<file path="src/corr_cfg_pkg.sv">
`default_nettype none

package corr_cfg_pkg;

   // --------------------------------------------------
   // Array sizes
   // --------------------------------------------------
   localparam int NUM_ANT   = 4;            // Antennas, one 1-bit sample each
   localparam int NUM_PAIRS = 6;            // NUM_ANT*(NUM_ANT-1)/2
   localparam int NUM_VIS   = 2 * NUM_PAIRS; // Real and imaginary per pair

   // Accumulator and bus data width
   localparam int ACC_W     = 16;
   localparam int VIS_IDX_W = $clog2(NUM_VIS); // 4 bits, room for 0..15

   // Bank counter width, free running
   localparam int BANK_W    = 16;

   // Block length minus 1 after reset
   localparam logic [ACC_W-1:0] DEFAULT_BLOCKSIZE = 16'd15;

   // --------------------------------------------------
   // Antenna pair table
   // --------------------------------------------------
   // Pair p correlates antenna PAIR_A[p] with PAIR_B[p]
   // Order (0,1) (0,2) (0,3) (1,2) (1,3) (2,3)
   localparam int PAIR_A [NUM_PAIRS] = '{0, 0, 0, 1, 1, 2};
   localparam int PAIR_B [NUM_PAIRS] = '{1, 2, 3, 2, 3, 3};

   // Visibility word = 2*pair + 0 real / 1 imaginary
   localparam int VIS_RE = 0;
   localparam int VIS_IM = 1;

endpackage

`default_nettype wire

</file>
<file path="src/corr_bus_pkg.sv">
`default_nettype none

package corr_bus_pkg;

   // --------------------------------------------------
   // Address map
   // --------------------------------------------------
   localparam int ADR_W   = 6;
   localparam int DEV_LSB = 4;   // adr_i[5:4] picks the device

   // Device selector
   typedef enum logic [1:0] {
      DEV_VIS   = 2'd0,   // Visibility readout, read only
      DEV_SYS   = 2'd1,   // System registers
      DEV_NONE2 = 2'd2,   // Unmapped
      DEV_NONE3 = 2'd3    // Unmapped
   } dev_e;

   // System register index, adr_i[1:0]
   typedef enum logic [1:0] {
      REG_BLOCKSIZE = 2'd0,   // Block length minus 1
      REG_CONTROL   = 2'd1,   // Bit 0 enable
      REG_BANKCOUNT = 2'd2,   // Completed blocks, read only
      REG_RSVD      = 2'd3    // Reads as 0
   } sys_reg_e;

endpackage

`default_nettype wire

</file>
<file path="src/corr_quadrature.sv">
`timescale 1ns/1ps
`default_nettype none

// Fake Hilbert stage for 1-bit data
// Imaginary part of each antenna is its previous sample
module corr_quadrature
   import corr_cfg_pkg::*;
(
   input  wire                 clk_i,
   input  wire                 rst,
   input  wire                 enable_i,
   input  wire                 sample_stb_i,
   input  wire [NUM_ANT-1:0]   antenna_i,
   output logic                valid_o,
   output logic [NUM_ANT-1:0]  re_o,
   output logic [NUM_ANT-1:0]  im_o
);

   // Sample accepted only while acquisition is enabled
   logic take;

   assign take = sample_stb_i & enable_i;

   // --------------------------------------------------
   // Current and previous sample vectors
   // --------------------------------------------------
   always_ff @(posedge clk_i) begin
      if (rst) begin
         valid_o <= 1'b0;
         re_o    <= '0;   // History starts at zero
      end else begin
         valid_o <= take;   // One cycle pulse per accepted sample
         if (take) begin
            re_o <= antenna_i;
         end
      end
   end

   // Delayed copy, follows re_o only on accepted samples
   always_ff @(posedge clk_i) begin
      if (rst) begin
         im_o <= '0;
      end else if (take) begin
         im_o <= re_o;   // Previous sample becomes the quadrature part
      end
   end

endmodule

`default_nettype wire

</file>
<file path="src/corr_bank_switch.sv">
`timescale 1ns/1ps
`default_nettype none

// Block length counter and bank swap pulse
module corr_bank_switch
   import corr_cfg_pkg::*;
(
   input  wire                clk_i,
   input  wire                rst,
   input  wire                valid_i,
   input  wire  [ACC_W-1:0]   blocksize_i,
   output logic               swap_o,
   output logic [BANK_W-1:0]  bank_count_o
);

   logic [ACC_W-1:0] sample_cnt;   // Samples seen in this block
   logic             last_sample;

   // --------------------------------------------------
   // End of block detect
   // --------------------------------------------------
   // Greater-or-equal so a block size lowered mid-block
   // ends the block at once instead of wrapping the count
   assign last_sample = (sample_cnt >= blocksize_i);

   // Same cycle as the valid carrying the last sample
   assign swap_o = valid_i & last_sample;

   always_ff @(posedge clk_i) begin
      if (rst) begin
         sample_cnt <= '0;
      end else if (valid_i) begin
         if (last_sample) begin
            sample_cnt <= '0;   // Next block starts
         end else begin
            sample_cnt <= sample_cnt + 1'b1;
         end
      end
   end

   // --------------------------------------------------
   // Completed block counter
   // --------------------------------------------------
   always_ff @(posedge clk_i) begin
      if (rst) begin
         bank_count_o <= '0;
      end else if (swap_o) begin
         bank_count_o <= bank_count_o + 1'b1;   // Wraps freely
      end
   end

endmodule

`default_nettype wire

</file>
<file path="src/corr_block.sv">
`timescale 1ns/1ps
`default_nettype none

// Visibility accumulators for all antenna pairs
// plus the readout bank that the bus reads from
module corr_block
   import corr_cfg_pkg::*;
(
   input  wire                   clk_i,
   input  wire                   rst,
   input  wire                   valid_i,
   input  wire                   swap_i,
   input  wire  [NUM_ANT-1:0]    re_i,
   input  wire  [NUM_ANT-1:0]    im_i,
   input  wire                   rd_stb_i,
   input  wire  [VIS_IDX_W-1:0]  rd_idx_i,
   output logic [ACC_W-1:0]      rd_dat_o
);

   logic [ACC_W-1:0] acc  [NUM_VIS];   // Running sums
   logic [ACC_W-1:0] bank [NUM_VIS];   // Totals of the last block
   logic [NUM_VIS-1:0] hit;            // Per word increment

   // --------------------------------------------------
   // 1-bit correlation
   // --------------------------------------------------
   // Equal signs count as +1, XNOR of the two bits
   always_comb begin
      for (int p = 0; p < NUM_PAIRS; p++) begin
         hit[2*p + VIS_RE] = ~(re_i[PAIR_A[p]] ^ re_i[PAIR_B[p]]);
         hit[2*p + VIS_IM] = ~(re_i[PAIR_A[p]] ^ im_i[PAIR_B[p]]);
      end
   end

   // --------------------------------------------------
   // Accumulate and swap
   // --------------------------------------------------
   always_ff @(posedge clk_i) begin
      if (rst) begin
         for (int k = 0; k < NUM_VIS; k++) begin
            acc[k]  <= '0;
            bank[k] <= '0;
         end
      end else if (valid_i) begin
         for (int k = 0; k < NUM_VIS; k++) begin
            if (swap_i) begin
               bank[k] <= acc[k] + ACC_W'(hit[k]);   // Last sample included
               acc[k]  <= '0;                        // Restart from zero
            end else begin
               acc[k]  <= acc[k] + ACC_W'(hit[k]);
            end
         end
      end
   end

   // --------------------------------------------------
   // Readout port
   // --------------------------------------------------
   // Index range already checked by the bus decoder
   always_ff @(posedge clk_i) begin
      if (rd_stb_i) begin
         rd_dat_o <= bank[rd_idx_i];   // Valid on the ack cycle
      end
   end

endmodule

`default_nettype wire

</file>
<file path="src/corr_regs.sv">
`timescale 1ns/1ps
`default_nettype none

// System register bank
module corr_regs
   import corr_cfg_pkg::*;
   import corr_bus_pkg::*;
(
   input  wire                clk_i,
   input  wire                rst,
   input  wire                stb_i,
   input  wire                we_i,
   input  sys_reg_e           idx_i,
   input  wire  [ACC_W-1:0]   wdat_i,
   input  wire  [BANK_W-1:0]  bank_count_i,
   output logic [ACC_W-1:0]   rdat_o,
   output logic [ACC_W-1:0]   blocksize_o,
   output logic               enable_o
);

   // --------------------------------------------------
   // Writes
   // --------------------------------------------------
   always_ff @(posedge clk_i) begin
      if (rst) begin
         blocksize_o <= DEFAULT_BLOCKSIZE;
         enable_o    <= 1'b0;   // Acquisition off after reset
      end else if (stb_i && we_i) begin
         case (idx_i)
            REG_BLOCKSIZE: blocksize_o <= wdat_i;
            REG_CONTROL:   enable_o    <= wdat_i[0];
            default: ;   // Read only, decoder flags these
         endcase
      end
   end

   // --------------------------------------------------
   // Reads, one cycle like the visibility port
   // --------------------------------------------------
   always_ff @(posedge clk_i) begin
      if (stb_i && !we_i) begin
         case (idx_i)
            REG_BLOCKSIZE: rdat_o <= blocksize_o;
            REG_CONTROL:   rdat_o <= {{(ACC_W-1){1'b0}}, enable_o};
            REG_BANKCOUNT: rdat_o <= ACC_W'(bank_count_i);
            default:       rdat_o <= '0;   // Reserved
         endcase
      end
   end

endmodule

`default_nettype wire

</file>
<file path="src/corr_bus_decode.sv">
`timescale 1ns/1ps
`default_nettype none

// Address decoder, error checks and reply path
module corr_bus_decode
   import corr_cfg_pkg::*;
   import corr_bus_pkg::*;
(
   input  wire                   clk_i,
   input  wire                   rst,
   input  wire                   stb_i,
   input  wire                   we_i,
   input  wire  [ADR_W-1:0]      adr_i,
   input  wire  [ACC_W-1:0]      dat_i,
   input  wire  [ACC_W-1:0]      vis_rdat_i,
   input  wire  [ACC_W-1:0]      sys_rdat_i,
   output logic                  ack_o,
   output logic                  err_o,
   output logic [ACC_W-1:0]      dat_o,
   output logic                  vis_stb_o,
   output logic [VIS_IDX_W-1:0]  vis_idx_o,
   output logic                  sys_stb_o,
   output logic                  sys_we_o,
   output sys_reg_e              sys_idx_o,
   output logic [ACC_W-1:0]      sys_wdat_o
);

   dev_e dev;       // Device of the current request
   logic bad;       // Request breaks the map rules
   logic sel_vis;   // Remembered device for the reply

   // --------------------------------------------------
   // Address fields
   // --------------------------------------------------
   assign dev        = dev_e'(adr_i[DEV_LSB +: 2]);
   assign vis_idx_o  = adr_i[VIS_IDX_W-1:0];
   assign sys_idx_o  = sys_reg_e'(adr_i[1:0]);
   assign sys_we_o   = we_i;
   assign sys_wdat_o = dat_i;

   // Error rules
   always_comb begin
      case (dev)
         DEV_VIS: bad = we_i || (vis_idx_o >= VIS_IDX_W'(NUM_VIS));   // Read only
         DEV_SYS: bad = we_i && (sys_idx_o == REG_BANKCOUNT ||
                                 sys_idx_o == REG_RSVD);
         default: bad = 1'b1;   // Unmapped space
      endcase
   end

   // Device strobes, only for legal requests
   assign vis_stb_o = stb_i && !bad && (dev == DEV_VIS);
   assign sys_stb_o = stb_i && !bad && (dev == DEV_SYS);

   // --------------------------------------------------
   // Reply one cycle later
   // --------------------------------------------------
   always_ff @(posedge clk_i) begin
      if (rst) begin
         ack_o <= 1'b0;
         err_o <= 1'b0;
      end else begin
         ack_o <= stb_i && !bad;
         err_o <= stb_i && bad;   // Never together with ack
      end
   end

   always_ff @(posedge clk_i) begin
      if (stb_i) begin
         sel_vis <= (dev == DEV_VIS);
      end
   end

   // Devices hold their read word, pick the one addressed
   assign dat_o = sel_vis ? vis_rdat_i : sys_rdat_i;

endmodule

`default_nettype wire

</file>
<file path="src/corr_top.sv">
`timescale 1ns/1ps
`default_nettype none

// Correlator top level
module corr_top
   import corr_cfg_pkg::*;
   import corr_bus_pkg::*;
(
   input  wire                clk_i,
   input  wire                rst,
   // Bus
   input  wire                stb_i,
   input  wire                we_i,
   input  wire  [ADR_W-1:0]   adr_i,
   input  wire  [ACC_W-1:0]   dat_i,
   output logic               ack_o,
   output logic               err_o,
   output logic [ACC_W-1:0]   dat_o,
   // Samples
   input  wire                sample_stb_i,
   input  wire  [NUM_ANT-1:0] antenna_i,
   // Status
   output logic               swap_o,
   output logic [1:0]         bank_o
);

   logic                 vis_stb;
   logic [VIS_IDX_W-1:0] vis_idx;
   logic [ACC_W-1:0]     vis_rdat;
   logic                 sys_stb;
   logic                 sys_we;
   sys_reg_e             sys_idx;
   logic [ACC_W-1:0]     sys_wdat;
   logic [ACC_W-1:0]     sys_rdat;
   logic [ACC_W-1:0]     blocksize;
   logic                 enable;
   logic                 valid;
   logic [NUM_ANT-1:0]   re;
   logic [NUM_ANT-1:0]   im;
   logic                 swap;
   logic [BANK_W-1:0]    bank_count;

   assign swap_o = swap;
   assign bank_o = bank_count[1:0];   // Low bits only

   // --------------------------------------------------
   // Bus side
   // --------------------------------------------------
   corr_bus_decode i_bus_decode (
      .clk_i      (clk_i),
      .rst        (rst),
      .stb_i      (stb_i),
      .we_i       (we_i),
      .adr_i      (adr_i),
      .dat_i      (dat_i),
      .vis_rdat_i (vis_rdat),
      .sys_rdat_i (sys_rdat),
      .ack_o      (ack_o),
      .err_o      (err_o),
      .dat_o      (dat_o),
      .vis_stb_o  (vis_stb),
      .vis_idx_o  (vis_idx),
      .sys_stb_o  (sys_stb),
      .sys_we_o   (sys_we),
      .sys_idx_o  (sys_idx),
      .sys_wdat_o (sys_wdat)
   );

   corr_regs i_regs (
      .clk_i        (clk_i),
      .rst          (rst),
      .stb_i        (sys_stb),
      .we_i         (sys_we),
      .idx_i        (sys_idx),
      .wdat_i       (sys_wdat),
      .bank_count_i (bank_count),
      .rdat_o       (sys_rdat),
      .blocksize_o  (blocksize),
      .enable_o     (enable)
   );

   // --------------------------------------------------
   // Sample path
   // --------------------------------------------------
   corr_quadrature i_quadrature (
      .clk_i        (clk_i),
      .rst          (rst),
      .enable_i     (enable),
      .sample_stb_i (sample_stb_i),
      .antenna_i    (antenna_i),
      .valid_o      (valid),
      .re_o         (re),
      .im_o         (im)
   );

   corr_bank_switch i_bank_switch (
      .clk_i        (clk_i),
      .rst          (rst),
      .valid_i      (valid),
      .blocksize_i  (blocksize),
      .swap_o       (swap),
      .bank_count_o (bank_count)
   );

   corr_block i_block (
      .clk_i    (clk_i),
      .rst      (rst),
      .valid_i  (valid),
      .swap_i   (swap),
      .re_i     (re),
      .im_i     (im),
      .rd_stb_i (vis_stb),
      .rd_idx_i (vis_idx),
      .rd_dat_o (vis_rdat)
   );

endmodule

`default_nettype wire

</file>
<file path="config.mk">
export PLATFORM = sky130hd
export DESIGN_NAME = corr_top
export DESIGN_NICKNAME = d
export VERILOG_FILES = /design/src/corr_cfg_pkg.sv /design/src/corr_bus_pkg.sv /design/src/corr_quadrature.sv /design/src/corr_bank_switch.sv /design/src/corr_block.sv /design/src/corr_regs.sv /design/src/corr_bus_decode.sv /design/src/corr_top.sv
export SDC_FILE = /design/constraint.sdc
export NUM_CORES = 1
export LEC_CHECK = 0
export BUFFER_PORTS_ARGS = -buffer_cell sky130_fd_sc_hd__buf_4
export CAP_MARGIN = 20
export CORE_MARGIN = 3
export CORE_UTILIZATION = 55
export DETAILED_ROUTE_END_ITERATION = 8
export HOLD_SLACK_MARGIN = 0.15
export PLACE_DENSITY = 0.74
export SYNTH_ARGS = -nofsm -noshare
export SYNTH_HDL_FRONTEND = slang
export SYNTH_HIERARCHICAL = 1
export SYNTH_SLANG_ARGS = --single-unit
</file>
<file path="constraint.sdc">
create_clock -name clk_i -period 7.4 [get_ports clk_i]
set_clock_uncertainty 0.2 [all_clocks]
set_input_delay 1.48 -clock clk_i [delete_from_list [all_inputs] [get_ports clk_i]]
set_output_delay 1.48 -clock clk_i [all_outputs]
set_load 0.02 [all_outputs]
</file>
Word-level counts from Yosys, hierarchy flattened
Memories as Yosys holds them, arrays and structs flattened. A register that Yosys moved wholly into a read port is not among the register bits.
Index checks and enable logic that the tools add are counted.
- register bits after elaboration: 77
- bits in latches: 0
- memory bits (writable): 384
- bits in read-only memories: 0
- input bits: 31
- output and inout port bits: 21
- word-level logic and storage cells: 160
- memories: 2
- memory list (memory ; depth ; bits a word ; rd ports ; clocked after Yosys merged registers in ; write ports ; line ; source):
    i_block.acc ; 12 ; 16 ; 12 ; 0 ; 12 ; corr_block.sv:20 ; logic [ACC_W-1:0] acc [NUM_VIS];
    i_block.bank ; 12 ; 16 ; 1 ; 1 ; 12 ; corr_block.sv:21 ; logic [ACC_W-1:0] bank [NUM_VIS];
- add/sub/neg operators: 14
- multiply operators: 0
- div/mod/pow operators: 0
- order comparisons: 2
- eq/ne operators: 4
- shifts and indexed selects: 0
- multiplexer cells: 50
- bitwise logic cells: 62
- reductions and logical operators: 15
- operators by type and width (kind ; count):
    16-bit two-way mux ; 38
    16-bit by 1-bit adder with 16-bit output ; 12
    16-bit one-hot mux with 3 select lines ; 1
    1-bit bitwise OR ; 36
    16-bit by 1-bit adder with 16-bit output, second input constant ; 2
    16-bit greater-or-equal comparator ; 1
    1-bit inverter ; 12
    1-bit XOR ; 12
    1-bit two-way mux ; 10
    1-bit logical AND ; 7
    2-bit by 1-bit == test with 1-bit output, second input constant ; 2
    2-bit == test, second input constant ; 2
    4-bit greater-or-equal comparator, second input constant ; 1
    2-bit logical NOT ; 2
    2-bit AND reduction ; 2
    1-bit AND ; 2
    1-bit logical NOT ; 2
    1-bit logical OR ; 2
    1-bit one-hot mux with 2 select lines ; 1

Depth between registers and ports, before layout
Gate-level depths: netlist of the first run.
- word-level depth: 9
- gate-level depth with buffers: 15
- mapped depth without buffers: 11

Hierarchy
Netlist of the first run, hierarchy kept.
- modules (own cells, without submodules) (module ; times used ; cells an instance ; area each (sq um) ; seq. area each (sq um)):
    corr_block ; 1 ; 1528 ; 19150.9 ; 12011.5
    corr_bank_switch ; 1 ; 226 ; 1881.8 ; 640.6
    corr_regs ; 1 ; 129 ; 1526.5 ; 820.8
    corr_bus_decode ; 1 ; 55 ; 581.8 ; 70.1
    corr_quadrature ; 1 ; 34 ; 357.8 ; 180.2

Worst setup path before layout of the first run
Ideal clock, no wire load.
- path type: in2reg
- start: input port rst
- end: memory i_block.bank[0][0], enable pin
- data arrival time: 6.568 ns
- required time: 6.614 ns
- slack: 0.045 ns
- stages on the path: 3
- cell sequence: clkbuf_1 -> clkbuf_1 -> nand2b_1
- RTL lines (element ; line ; source):
    from (decl) ; corr_top.sv:10 ; input wire rst,
    to (decl) ; corr_block.sv:21 ;

Final worst setup path of the first run
- start: register i_bank_switch.sample_cnt[0]
- end: output port swap_o
- longest elaborated chain between the ends: 2
- RTL lines (element ; line ; source):
    from (decl) ; corr_bank_switch.sv:16 ; logic [ACC_W-1:0] sample_cnt;
    from (signal assigned) ; corr_bank_switch.sv:36 ; sample_cnt <= sample_cnt + 1'b1;
    16-bit greater-or-equal comparator ; corr_bank_switch.sv:24 ; assign last_sample = (sample_cnt >= blocksize_i);
    1-bit AND ; corr_bank_switch.sv:27 ; assign swap_o = valid_i & last_sample;
    to (decl) ; corr_top.sv:23 ; output logic swap_o,
No other way between the ends.

==> results.sh, run 1 <==
export IMPL_timing_fmax_ghz=0.2101
export IMPL_start_util_pct=55.81
export IMPL_antenna_found_initial=1
export IMPL_path_cells="inv_1 -> ha_1 -> nand2b_4 -> a2111oi_4 -> o21ai_1 -> a2111oi_4 -> buf_4 -> nor2_1 -> buf_4"
export IMPL_cp_required_ns=5.72
export IMPL_synth_cells=1969
export IMPL_crit_path_end_kind="output pin"
export IMPL_layout_drive_gt1_share_pct=11.39
export IMPL_drtAntennaViolNets=0
export IMPL_remaining_drc_errors=0
export IMPL_cpLargestDelayFamily="compound AO/OA/AOI/OAI gates"
export IMPL_layout_common_cells="417 x edfxtp_1, 379 x nor2_1, 123 x nand2_1"
export IMPL_fillers=3279
export IMPL_tns_ns=0
export IMPL_final_area_um2=25710
export IMPL_synth_area_per_cell_um2=11.92
export IMPL_max_stage_delay_ns=0.38
export IMPL_clkLatencyLatePin_ns=0.59
export IMPL_post_cts_buffers=0
export IMPL_area_delta_synth_final_pct=9.572
export IMPL_grt_use_total_pct=24.30
export IMPL_chipWidth_um=212.5
export IMPL_critPathMaxFanout=38
export IMPL_power_density_nw_per_um2=227.1
export IMPL_synth_nets=2047
export IMPL_fin_nets=2051
export IMPL_placed_area_um2=24080
export IMPL_critPathBufInv=3
export IMPL_routedWlPerCell_um=21.59
export IMPL_worstMarginPinSlew_ns=1.005
export IMPL_clk_pin_slew_worst_paths_ns=0.06
export IMPL_hold_path_class="reg -> reg"
export IMPL_period_needed_ns=4.759
export IMPL_synthesis_area_um2=23460
export IMPL_port_buffers=51
export IMPL_die_area_um2=45170
export IMPL_num_io_pins=52
export IMPL_ys_warnings_count=6
export IMPL_gr_total_overflow=0
export IMPL_fin_crit_sh_pct=64.31
export IMPL_wl_um=55030
export IMPL_drv_slew=0
export IMPL_power_leakage_nw=8.654
export IMPL_setup_ws_ns=2.641
export IMPL_maxCapViolCount=0
export IMPL_cts_hold_buffers=0
export IMPL_first_pass_iters=5
export IMPL_cts_resized=0
export IMPL_cpMaxStageDelayCell="dfxtp_1"
export IMPL_vias=15340
export IMPL_cts_sinks=476
export IMPL_cts_root_buf="clkbuf_16"
export IMPL_grt_pass1_wl_um=84310
export IMPL_path_depth=9
export IMPL_clockBufferDepth=3
export IMPL_grt_pass1_vias=14710
export IMPL_hold_path_depth=2
export IMPL_setup_viol_count_final=0
export IMPL_worstRegToRegCells=14
export IMPL_vdd_drop_max_v=0.0001995
export IMPL_cts_tree="done"
export IMPL_grt_setup_unrepaired="false"
export IMPL_hold_viol=0
export IMPL_die_y_um=212.5
export IMPL_via_per_inst=6.016
export IMPL_grt_start_max_net_pins=128
export IMPL_final_common_cell="edfxtp_1"
export IMPL_startpoint_type="register"
export IMPL_rows=75
export IMPL_core_um2=42040
export IMPL_pre_cts_slack_ns=2.874
export IMPL_diodes=0
export IMPL_drtIter0Drc=1705
export IMPL_arrival_ns=3.08
export IMPL_cts_made_buffers=49
export IMPL_path_class="reg -> out"
export IMPL_h_tree_depth=2
export IMPL_relSlewSlack_pct=33.03
export IMPL_routabilityCongestion=0.8813
export IMPL_hpwl_um=37230
export IMPL_status="finished clean"
where the power goes:
part           switching (mW)  total (mW)  internal (mW)  leakage [nW]
sequential             0.0674        3.07           3.00          4.73
clock                    1.03        2.49           1.46         0.775
combinational           0.169       0.282          0.113          3.14
layout make-up:
| cell class | count | area [um^2] | share of cell area, % |
|---|---|---|---|
| Sequential cell | 476 | 13700 | 53.30 |
| Multi-Input combinational cell | 1339 | 9010 | 35.05 |
| Clock buffer | 58 | 1303 | 5.066 |
| Tap cell | 539 | 674.4 | 2.623 |
| Timing Repair Buffer | 69 | 574.3 | 2.234 |
| Clock inverter | 30 | 301.5 | 1.173 |
| Inverter | 38 | 142.6 | 0.5548 |
flip-flops by register name, indices dropped and copies added (netlist names), 3 cells and up:
signal / flops
i_block/rd_dat_o: 16
i_quadrature/re_o: 4
i_quadrature/im_o: 3
i_block/acc: 192
i_block/bank: 192
i_regs/rdat_o: 16
i_bank_switch/sample_cnt: 16
i_regs/blocksize_o: 16
i_bank_switch/bank_count_o: 16
worst reg2reg max path, delay by kind of cell, from the launching register on:
| kind | cells | cell delay (ns) |
|---|---|---|
| fa+ha+maj | 1 | 0.28 |
| mux | 1 | 0.16 |
| buf+inv | 4 | 1.08 |
| compound gates | 3 | 0.86 |
| simple gates | 5 | 1.32 |
| flops | 1 | 0.38 |
metal layers:
| metal | share of wire, % | track usage (%) | vias up |
|---|---|---|---|
| li1 | - | - | 7085 |
| met1 | 41 | 33.88 | 7561 |
| met2 | 47 | 38.46 | 588 |
| met3 | 7.8 | 4.368 | 100 |
| met4 | 3.9 | 9.291 | 2 |
| met5 | 0.024 | 0 | - |
stage by stage:
step,power (mW),std cells,utilization [%],hold WS [ns]
finish,5.838,2549,61.15,0.2899
global route,6.008,2549,61.15,0.3210
CTS,5.885,2548,61.09,0.2839
detailed placement,3.400,2460,57.27,0.2758
global placement,3.392,2457,57.19,0.2637
floorplan,3.308,1969,-,0.2406
path summary, 6_finish.rpt:
kind	slack (ns)	startpoint	to
setup / recovery	2.64	i_bank_switch/sample_cnt[0]$_SDFFE_PP0P_	swap_o
hold / removal	0.29	i_bank_switch/bank_count_o[15]$_SDFFE_PP0P_	i_bank_switch/bank_count_o[15]$_SDFFE_PP0P_
setup reg to reg	2.98	i_bank_switch/sample_cnt[0]$_SDFFE_PP0P_	i_block/acc[1][29]$_SDFFCE_PN0P_
hold reg to reg	0.29	i_bank_switch/bank_count_o[15]$_SDFFE_PP0P_	i_bank_switch/bank_count_o[15]$_SDFFE_PP0P_
(Power assumes the default switching activity.)
==> run 2, diff against run 1 <==
- clock period: 7.4 -> 4.2 ns (I/O delays scaled with it)
==> run 2 against run 1 <==
Cell area grew 0.43%. Sequential power grew 76%. First-iteration DRC count down 16%. Largest cell class unchanged. Sequential share of layout area fell by 0.23 points. Routed wire length shrank 3.5%.
==> results.sh, run 2 (synthesis gave the netlist of run 1 again) <==
export IMPL_status="finished clean"
export IMPL_layout_common_cells="417 x edfxtp_1, 379 x nor2_1, 123 x nand2_1"
export IMPL_path_class="reg -> out"
export IMPL_cts_tree="done"
export IMPL_fin_crit_sh_pct=90.35
export IMPL_fin_nets=2062
export IMPL_reg_top3="i_block/acc: 192 flops, i_block/bank: 192 flops"
export IMPL_cts_hold_buffers=0
export IMPL_grt_use_total_pct=23.60
export IMPL_port_buffers=51
export IMPL_routedWlPerCell_um=20.72
export IMPL_vias=15230
export IMPL_final_area_um2=25820
export IMPL_placed_area_um2=24230
export IMPL_area_delta_synth_final_pct=10.05
export IMPL_gr_total_overflow=0
export IMPL_die_y_um=212.5
export IMPL_drv_slew=0
export IMPL_routabilityCongestion=0.8681
export IMPL_vdd_drop_max_v=0.0002866
export IMPL_maxCapViolCount=0
export IMPL_clkLatencyLatePin_ns=0.59
export IMPL_diodes=0
export IMPL_startpoint_type="register"
export IMPL_drtAntennaViolNets=0
export IMPL_cts_resized=0
export IMPL_hold_viol=0
export IMPL_relSlewSlack_pct=30.62
export IMPL_dp_cells=2470
export IMPL_worstMarginPinSlew_ns=1.041
export IMPL_wl_um=53110
export IMPL_cts_root_buf="clkbuf_16"
export IMPL_grt_pass1_wl_um=82850
export IMPL_period_needed_ns=3.795
export IMPL_fin_util_pct=61.42
export IMPL_tns_ns=0
export IMPL_power_leakage_nw=8.724
export IMPL_first_pass_iters=6
export IMPL_final_common_cell="edfxtp_1"
export IMPL_post_cts_buffers=0
export IMPL_fillers=3220
export IMPL_timing_fmax_ghz=0.2635
export IMPL_cp_required_ns=3.16
export IMPL_via_per_inst=5.944
export IMPL_start_util_pct=55.81
export IMPL_grt_start_max_net_pins=112
export IMPL_h_tree_depth=2
export IMPL_grt_setup_unrepaired="false"
export IMPL_grt_pass1_vias=14940
export IMPL_pre_cts_slack_ns=0.7306
export IMPL_cts_made_buffers=49
export IMPL_cts_sinks=476
export IMPL_layout_drive_gt1_share_pct=11.91
export IMPL_antenna_found_initial=0
export IMPL_crit_path_end_kind="output pin"
export IMPL_die_area_um2=45170
export IMPL_rows=75
export IMPL_drtIter0Drc=1431
export IMPL_remaining_drc_errors=0
export IMPL_critPathMaxFanout=5
export IMPL_arrival_ns=2.75
export IMPL_clockBufferDepth=3
export IMPL_setup_viol_count_final=0
export IMPL_power_density_nw_per_um2=393.7
export IMPL_core_um2=42040
export IMPL_hpwl_um=36040
export IMPL_power_mw=10.17
export IMPL_timing_hold_ws_ns=0.2657
export IMPL_num_io_pins=52
export IMPL_fin_cells=2563
export IMPL_chipWidth_um=212.5
export IMPL_setup_ws_ns=0.4055
export IMPL_clk_pin_slew_worst_paths_ns=0.06
export IMPL_hold_path_class="in -> reg"
## run 2: changes by cell type in the layout (fill, tap and decap cells not counted), sizes merged
cell	delta
buf	+11
clkbuf	+3
bufinv	-2
clkinv	+2
## run 2: power by group
group          switching (mW)  internal [mW]  total (mW)
logic                   0.312          0.208       0.520
clock network            1.80           2.46        4.26
registers               0.106           5.28        5.39
## run 2: worst max-delay path, stage by stage (launching register included)
cell and delay [ns]:
dfxtp_1 0.40, inv_1 0.09, ha_1 0.27, nand2b_4 0.15, a2111oi_4 0.35, o21ai_1 0.16, a2111oi_4 0.38, nor2_1 0.17
buf_4 0.21
## run 2: worst paths after layout
check | cells after the start | to | start | slack (ns)
worst max-delay path | 8 | swap_o | i_bank_switch/sample_cnt[0]$_SDFFE_PP0P_ | 0.41
worst min register to register | 2 | i_bank_switch/bank_count_o[15]$_SDFFE_PP0P_ | i_bank_switch/bank_count_o[15]$_SDFFE_PP0P_ | 0.29
worst min-delay path | 2 | i_bus_decode/ack_o$_SDFF_PP0_ | adr_i[5] | 0.27
worst max register to register | 12 | i_block/acc[0][30]$_SDFFCE_PN0P_ | i_bank_switch/sample_cnt[0]$_SDFFE_PP0P_ | 0.68
## run 2: final cells by class
type / instances / area, um^2 / share of cell area (%)
Sequential cell: 476 / 13700 / 53.07
Multi-Input combinational cell: 1339 / 9010 / 34.90
Clock buffer: 61 / 1314 / 5.088
Timing Repair Buffer: 80 / 724.4 / 2.806
Tap cell: 539 / 674.4 / 2.612
Clock inverter: 30 / 251.5 / 0.9740
Inverter: 38 / 142.6 / 0.5524
## run 2: routing by layer
| metal | wire, um | vias to the layer above | global-route usage (%) |
|---|---|---|---|
| met1 | 22410 | 7524 | 32.86 |
| met4 | 1100 | 0 | 5.712 |
| li1 | - | 7099 | - |
| met3 | 3652 | 70 | 3.851 |
| met5 | 0 | - | 0 |
| met2 | 25950 | 541 | 39.30 |
